--- src/logic/enc_pkg.sv ---
`default_nettype none

package enc_pkg;

	parameter int sym_width = 9; // K flag plus byte
	parameter int code_width = 10; // Encoded word
	parameter int preamble_len_default = 4; // K28.1 count per frame start

	parameter logic [7:0] k28_1_byte = 8'h3C; // Preamble symbol
	parameter logic [7:0] k28_5_byte = 8'hBC; // End marker and trailer
	parameter logic [7:0] k23_7_byte = 8'hF7; // Replaces the end marker

	typedef enum logic [1:0] {
		idle, // Waiting for frame start
		preamble, // Taking remaining K28.1 symbols
		payload, // Passing data and control
		trailer // Issuing K28.5 alone
	} seq_state_t;

	// 5b/6b sub-block, abcdei with a first
	// rd is 0 for RD- and 1 for RD+
	function automatic logic [5:0] encode_6b(input logic [4:0] x, input logic rd);
		logic [5:0] code;
		case (x)
			5'd0: code = 6'b100111; // RD- forms throughout
			5'd1: code = 6'b011101;
			5'd2: code = 6'b101101;
			5'd3: code = 6'b110001;
			5'd4: code = 6'b110101;
			5'd5: code = 6'b101001;
			5'd6: code = 6'b011001;
			5'd7: code = 6'b111000; // Balanced but still two forms
			5'd8: code = 6'b111001;
			5'd9: code = 6'b100101;
			5'd10: code = 6'b010101;
			5'd11: code = 6'b110100;
			5'd12: code = 6'b001101;
			5'd13: code = 6'b101100;
			5'd14: code = 6'b011100;
			5'd15: code = 6'b010111;
			5'd16: code = 6'b011011;
			5'd17: code = 6'b100011;
			5'd18: code = 6'b010011;
			5'd19: code = 6'b110010;
			5'd20: code = 6'b001011;
			5'd21: code = 6'b101010;
			5'd22: code = 6'b011010;
			5'd23: code = 6'b111010;
			5'd24: code = 6'b110011;
			5'd25: code = 6'b100110;
			5'd26: code = 6'b010110;
			5'd27: code = 6'b110110;
			5'd28: code = 6'b001110;
			5'd29: code = 6'b101110;
			5'd30: code = 6'b011110;
			default: code = 6'b101011; // D.31
		endcase
		// RD+ form is the complement for unbalanced codes and D.7
		if (rd && (($countones(code) != 3) || (x == 5'd7)))
			code = ~code;
		return code;
	endfunction

	// 3b/4b sub-block, fghj with f first
	// rd is the disparity left after the 6b sub-block
	function automatic logic [3:0] encode_4b(
		input logic [2:0] y,
		input logic [4:0] x,
		input logic rd
	);
		logic [3:0] code;
		logic alt;
		alt = (y == 3'd7) && // A7 avoids a run of five
			((!rd && ((x == 5'd17) || (x == 5'd18) || (x == 5'd20))) ||
			(rd && ((x == 5'd11) || (x == 5'd13) || (x == 5'd14))));
		case (y)
			3'd0: code = 4'b1011; // RD- forms throughout
			3'd1: code = 4'b1001;
			3'd2: code = 4'b0101;
			3'd3: code = 4'b1100; // Balanced but still two forms
			3'd4: code = 4'b1101;
			3'd5: code = 4'b1010;
			3'd6: code = 4'b0110;
			default: code = alt ? 4'b0111 : 4'b1110; // A7 or P7
		endcase
		if (rd && (($countones(code) != 2) || (y == 3'd3)))
			code = ~code;
		return code;
	endfunction

endpackage

`default_nettype wire

--- src/logic/sym_if.sv ---
`timescale 1ns/1ns
`default_nettype none

interface sym_if;
	logic valid; // One-cycle strobe, no handshake
	logic k; // Control symbol
	logic [7:0] value; // Byte to encode
	logic first; // First preamble symbol only

	modport issuer (
		output valid, k, value, first
	);

	modport encoder (
		input valid, k, value, first
	);
endinterface

`default_nettype wire

--- src/logic/enc8b10b_tx.sv ---
`timescale 1ns/1ns
`default_nettype none

module enc8b10b_tx #(
	parameter int preamble_len = enc_pkg::preamble_len_default
) (
	input logic clk,
	input logic reset,
	input logic pushin,
	input logic [enc_pkg::sym_width-1:0] datain,
	input logic startin,
	output logic pushout,
	output logic [enc_pkg::code_width-1:0] dataout,
	output logic startout
);
	sym_if sym (); // Sequencer to encoder, one symbol per strobe

	frame_sequencer #(
		.preamble_len(preamble_len)
	) seq_inst (
		.clk(clk),
		.reset(reset),
		.pushin(pushin),
		.datain(datain),
		.startin(startin),
		.sym(sym.issuer)
	);

	symbol_encoder enc_inst (
		.clk(clk),
		.reset(reset),
		.sym(sym.encoder),
		.pushout(pushout),
		.dataout(dataout),
		.startout(startout)
	);
endmodule

`default_nettype wire

--- src/logic/frame_sequencer.sv ---
`timescale 1ns/1ns
`default_nettype none

module frame_sequencer #(
	parameter int preamble_len = enc_pkg::preamble_len_default
) (
	input logic clk,
	input logic reset,
	input logic pushin,
	input logic [enc_pkg::sym_width-1:0] datain,
	input logic startin,
	sym_if.issuer sym
);
	localparam int cnt_width = $clog2(preamble_len) + 1;
	localparam logic [cnt_width-1:0] last_cnt = cnt_width'(preamble_len - 1);

	enc_pkg::seq_state_t state; // Frame position
	enc_pkg::seq_state_t state_next;
	logic [cnt_width-1:0] cnt; // Preamble symbols taken so far
	logic [cnt_width-1:0] cnt_next;
	logic is_k28_1;
	logic is_k28_5;

	assign is_k28_1 = (datain == {1'b1, enc_pkg::k28_1_byte}); // Preamble symbol
	assign is_k28_5 = (datain == {1'b1, enc_pkg::k28_5_byte}); // End marker

	always_comb begin
		state_next = state;
		cnt_next = cnt;
		sym.valid = 1'b0;
		sym.k = datain[enc_pkg::sym_width-1]; // Pass-through by default
		sym.value = datain[enc_pkg::sym_width-2:0];
		sym.first = 1'b0;
		case (state)
			enc_pkg::idle: begin
				if (pushin && startin && is_k28_1) begin // Frame start
					sym.valid = 1'b1;
					sym.first = 1'b1;
					cnt_next = cnt_width'(1);
					if (preamble_len > 1)
						state_next = enc_pkg::preamble;
					else
						state_next = enc_pkg::payload; // Single-symbol preamble
				end
			end
			enc_pkg::preamble: begin
				if (pushin) begin
					if (is_k28_1) begin
						sym.valid = 1'b1;
						cnt_next = cnt + 1'b1;
						if (cnt == last_cnt) // Last one
							state_next = enc_pkg::payload;
					end else begin
						state_next = enc_pkg::idle; // Bad preamble, drop it
					end
				end
			end
			enc_pkg::payload: begin
				if (pushin) begin
					sym.valid = 1'b1;
					if (is_k28_5) begin // End of frame
						sym.value = enc_pkg::k23_7_byte;
						state_next = enc_pkg::trailer;
					end
				end
			end
			enc_pkg::trailer: begin
				sym.valid = 1'b1; // Input here is dropped
				sym.k = 1'b1;
				sym.value = enc_pkg::k28_5_byte;
				state_next = enc_pkg::idle;
			end
			default: begin
				state_next = enc_pkg::idle;
			end
		endcase
	end

	always_ff @(posedge clk) begin
		if (reset) begin
			state <= enc_pkg::idle;
			cnt <= '0;
		end else begin
			state <= state_next;
			cnt <= cnt_next;
		end
	end
endmodule

`default_nettype wire

--- src/logic/symbol_encoder.sv ---
`timescale 1ns/1ns
`default_nettype none

module symbol_encoder (
	input logic clk,
	input logic reset,
	sym_if.encoder sym,
	output logic pushout,
	output logic [enc_pkg::code_width-1:0] dataout,
	output logic startout
);
	logic rd; // Running disparity, 0 is RD-
	logic [5:0] d6;
	logic rd6; // Disparity after 6b sub-block
	logic [3:0] d4;
	logic [enc_pkg::code_width-1:0] k_word; // RD- form of control word
	logic k_ok; // Supported control byte
	logic [enc_pkg::code_width-1:0] word;
	logic word_ok;

	always_comb begin
		d6 = enc_pkg::encode_6b(sym.value[4:0], rd);
		rd6 = rd ^ ($countones(d6) != 3);
		d4 = enc_pkg::encode_4b(sym.value[7:5], sym.value[4:0], rd6);
	end

	// Control words, RD+ form is the complement
	always_comb begin
		k_ok = 1'b1;
		case (sym.value)
			8'h1C: k_word = 10'b0011110100; // K28.0
			enc_pkg::k28_1_byte: k_word = 10'b0011111001; // K28.1
			8'h5C: k_word = 10'b0011110101; // K28.2
			8'h7C: k_word = 10'b0011110011; // K28.3
			8'h9C: k_word = 10'b0011110010; // K28.4
			enc_pkg::k28_5_byte: k_word = 10'b0011111010; // K28.5
			8'hDC: k_word = 10'b0011110110; // K28.6
			8'hFC: k_word = 10'b0011111000; // K28.7
			enc_pkg::k23_7_byte: k_word = 10'b1110101000; // K23.7
			8'hFB: k_word = 10'b1101101000; // K27.7
			8'hFD: k_word = 10'b1011101000; // K29.7
			8'hFE: k_word = 10'b0111101000; // K30.7
			default: begin
				k_word = '0;
				k_ok = 1'b0; // Not in table, no word
			end
		endcase
	end

	always_comb begin
		if (sym.k) begin
			word = rd ? ~k_word : k_word;
			word_ok = k_ok;
		end else begin
			word = {d6, d4}; // 6b first, MSB first
			word_ok = 1'b1;
		end
	end

	always_ff @(posedge clk) begin
		if (reset) begin
			pushout <= 1'b0;
			startout <= 1'b0;
			rd <= 1'b0; // Start at RD-
		end else begin
			pushout <= sym.valid && word_ok;
			startout <= sym.valid && word_ok && sym.first;
			if (sym.valid && word_ok)
				rd <= rd ^ ($countones(word) != 5); // Flip on unbalanced word
		end
	end

	always_ff @(posedge clk) begin
		if (sym.valid && word_ok)
			dataout <= word;
	end
endmodule

`default_nettype wire

--- config.mk ---
export PLATFORM = sky130hd
export DESIGN_NAME = enc8b10b_tx
export DESIGN_NICKNAME = d
export VERILOG_FILES = /design/src/logic/enc_pkg.sv /design/src/logic/sym_if.sv /design/src/logic/enc8b10b_tx.sv /design/src/logic/frame_sequencer.sv /design/src/logic/symbol_encoder.sv
export SDC_FILE = /design/constraint.sdc
export NUM_CORES = 1
export LEC_CHECK = 0
export BUFFER_PORTS_ARGS = -buffer_cell sky130_fd_sc_hd__buf_2
export CORE_MARGIN = 2
export CORE_UTILIZATION = 50
export CTS_CLUSTER_DIAMETER = 100
export DETAILED_ROUTE_END_ITERATION = 6
export HOLD_SLACK_MARGIN = 0.03
export PLACE_DENSITY = 0.69
export SYNTH_ARGS = -nofsm -noshare
export SYNTH_HDL_FRONTEND = slang
export SYNTH_SLANG_ARGS = --single-unit
--- constraint.sdc ---
create_clock -name clk -period 29.1 [get_ports clk]
set_input_delay 5.82 -clock clk [delete_from_list [all_inputs] [get_ports clk]]
set_output_delay 5.82 -clock clk [all_outputs]
set_load 0.05 [all_outputs]
==> flow_summary.json <==
{
  "synth_edf_count": 10,
  "overflow": 0,
  "core-area_mm2": 0.00514,
  "grt_use_total": 0.235,
  "netlist_area_mm2": 0.00268,
  "fin_ws_ns": 11.66,
  "ant_nets": 0,
  "yosysSeqAreaShare": 0.172,
  "worstSkewPairLatency_ns": 0.26,
  "setup.worst_path.class": "in2reg",
  "cts_tree": "done",
  "yosysWarningCount": 0,
  "final.setup.tns_ns": 0,
  "synth_seq_cells": 18,
  "cts.clk_slew.worst_paths_ns": 0.07,
  "dpl.hpwl_mm": 5.21,
  "synthCells": 334,
  "p_leak_uw": 0.00113,
  "grt_pass1_vias": 2393,
  "endpoint_kind": "flip-flop",
  "wl_mm": 6.62,
  "clock_skew_ns": 0.00257,
  "area_growth_pct": 5.89,
  "num_antenna_cells": 0,
  "dieWidth_um": 77.2,
  "period_share": 0.599,
  "finalSetupViolations": 0,
  "cap_violations": 0,
  "cts_resized": 0,
  "cts_max_level": 1,
  "synthArstFlopShare": 0,
  "crit_path_frequent_cell": "ha_1",
  "gp_congestion": 0.848,
  "numCtsBuffers": 3,
  "wl_per_cell_um": 16.2,
  "initial_utilization": 0.521,
  "io_pins": 25,
  "ctsLongestPathBuffers": 2,
  "hold_viol": 0,
  "seqCellArea_um2": 460,
  "drc": 0,
  "dpl-instance-area_mm2": 0.00278,
  "status": "complete, no violations",
  "die_y_um": 77.2,
  "dr.first_iter.drc_count": 166,
  "cts.hold.buffers_added": 0,
  "yosysTopAreaCellShare": 0.112,
  "cp_max_fo": 26,
  "nets": 382,
  "synth_area_leaders": "edfxtp_1 (11%), ha_1 (9.3%), fa_1 (7.5%), dfxtp_1 (6.0%), xnor2_1 (4.3%)",
  "fin_crit_ns": 17.44,
  "antenna_found_initial": 0,
  "vias_per_cell": 6.08,
  "place_ws_ns": 11.44,
  "hold_ws_ns": 0.510,
  "drv_slew": 0,
  "synth_flop_cell": "edfxtp_1",
  "dieArea_mm2": 0.00596,
  "max_freq_ghz": 0.0573,
  "fin_area_mm2": 0.00284,
  "grt_start_max_net_pins": 28,
  "drt_pre_antenna_iters": 4,
  "relSlewSlack": 0.257,
  "fillers": 533,
  "cpPeakStageDelay_ns": 0.94,
  "synth_area_leader_cell": "edfxtp_1",
  "cp_slowest_cell": "o41ai_2",
  "power.density_mw_per_mm2": 38.8,
  "grt_pass1_wl_mm": 11.5,
  "cp-start-kind": "primary input",
  "ys_types": 65,
  "synth_nets": 377,
  "required_ns": 29.25,
  "clock-root-buffer": "clkbuf_8",
  "drive_above_1_share": 0.139,
  "tightestPinTransition_ns": 1.10,
  "cp.arrival_ns": 17.59,
  "rows": 26,
  "rsz0062_at_grt": "no",
  "ir_drop_mv": 0.0299,
  "avgSynthCellArea_um2": 8.02,
  "io_buffers": 24,
  "clock-sinks": 18,
  "via_count": 2481,
  "multi_input_comb_area_mm2": 0.00204,
  "postCtsSetupBuffers": 0,
  "hp-class": "reg2reg"
}
==> per-layer routing <==
layer	vias up	global-route usage	wire (µm)
met3	18	0.0176	184
li1	1225	-	-
met5	-	0	0
met1	1180	0.322	3080
met4	0	0.121	232
met2	58	0.370	3130
==> where the power goes <==
group | internal, µW | switching (µW) | leakage [µW]
combinational | 26.9 | 34.9 | 0.000945
sequential | 27.3 | 0.00539 | 0.000155
clock | 12.0 | 8.78 | 0.0000288
total | 66.3 | 43.7 | 0.00113
==> cell usage in the layout, fill, tap and decap left out, drive strengths merged, types with 5 or more instances in the layout <==
cell type / Yosys / layout
nand3: 13 / 13
nand4: 6 / 6
mux2i: 8 / 8
nor3: 12 / 12
and2: 5 / 5
dfxtp: 8 / 8
ha: 20 / 20
inv: 18 / 18
edfxtp: 10 / 10
xnor2: 13 / 13
nor2: 27 / 27
a21oi: 14 / 14
a31oi: 7 / 7
buf: 13 / 24
nand2: 25 / 25
fa: 10 / 10
o21ai: 23 / 23
nand2b: 8 / 8
xor2: 5 / 5
nor4: 5 / 5
and3: 5 / 5
==> cells in the mapped netlist, types with 3 or more instances <==
cell type	number
nor2_1	27
nand2_1	25
ha_1	20
o21ai_0	19
inv_1	18
a21oi_1	14
nand3_1	13
xnor2_1	13
nor3_1	12
clkbuf_1	11
edfxtp_1	10
fa_1	10
buf_2	9
dfxtp_1	8
mux2i_1	8
nand2b_1	8
a31oi_1	6
and2_1	5
and3_1	5
nand4_1	5
xor2_1	5
a211oi_1	4
nor2b_1	4
nor3b_1	4
nor4_2	4
o21a_1	4
o21ai_1	4
o31ai_1	4
or2_2	4
a32oi_1	3
o41ai_1	3
or3_1	3
==> flip-flops by register name (all words and copies together), names as in the netlist, named ones only <==
name	cells
seq_inst.cnt	3
enc_inst.rd	1
enc_inst.startout	1
seq_inst.state	1
enc_inst.pushout	1
enc_inst.dataout	10
==> critical path, delay by kind of cell <==
kind | cells | cell delay (ns)
adder cells (fa/ha/maj) | 13 | 4.64
AO/OA/AOI/OAI | 11 | 3.19
AND/OR/NAND/NOR | 12 | 2.77
multiplexers | 2 | 0.55
buffers and inverters | 2 | 0.40
XOR/XNOR | 1 | 0.22
==> layout make-up <==
cell class	instances	area share
clock buffer	4	0.0194
multi-input combinational	273	0.720
sequential	18	0.162
timing repair buffer	24	0.0423
tap	70	0.0309
inverter	19	0.0251
==> worst paths after layout <==
| kind | start | to | slack, ns | cells after the start |
|---|---|---|---|---|
| setup / recovery | datain[3] | enc_inst.rd$_SDFFE_PP0P_ | 11.66 | 41 |
| hold / removal | seq_inst.cnt[1]$_SDFFE_PP0P_ | seq_inst.cnt[1]$_SDFFE_PP0P_ | 0.51 | 2 |
| setup reg to reg | flip-flop | enc_inst.rd$_SDFFE_PP0P_ | 17.19 | 40 |
| hold reg to reg | seq_inst.cnt[1]$_SDFFE_PP0P_ | seq_inst.cnt[1]$_SDFFE_PP0P_ | 0.51 | 2 |
==> through the flow <==
step                      std cells  total power [µW]   util
after floorplan                 334              75.8      -
after global placement          404              87.5  0.541
after detailed placement        404              90.3  0.541
after CTS                       408               111  0.552
after global routing            408               121  0.552
final                           408               110  0.552
==> cells by family (layout without fill, tap and decap cells) <==
group	count (synthesis)	after routing	synth area share
AOI/OAI and AO/OA	84	84	0.218
xor gates and xnor gates	18	18	0.0589
adders and majority gates	30	30	0.168
buffers and inverters	43	47	0.0687
DFF	18	18	0.172
muxes	9	9	0.0341
and+or+nand+nor	132	132	0.281
Power figures use the tool's default switching activity.
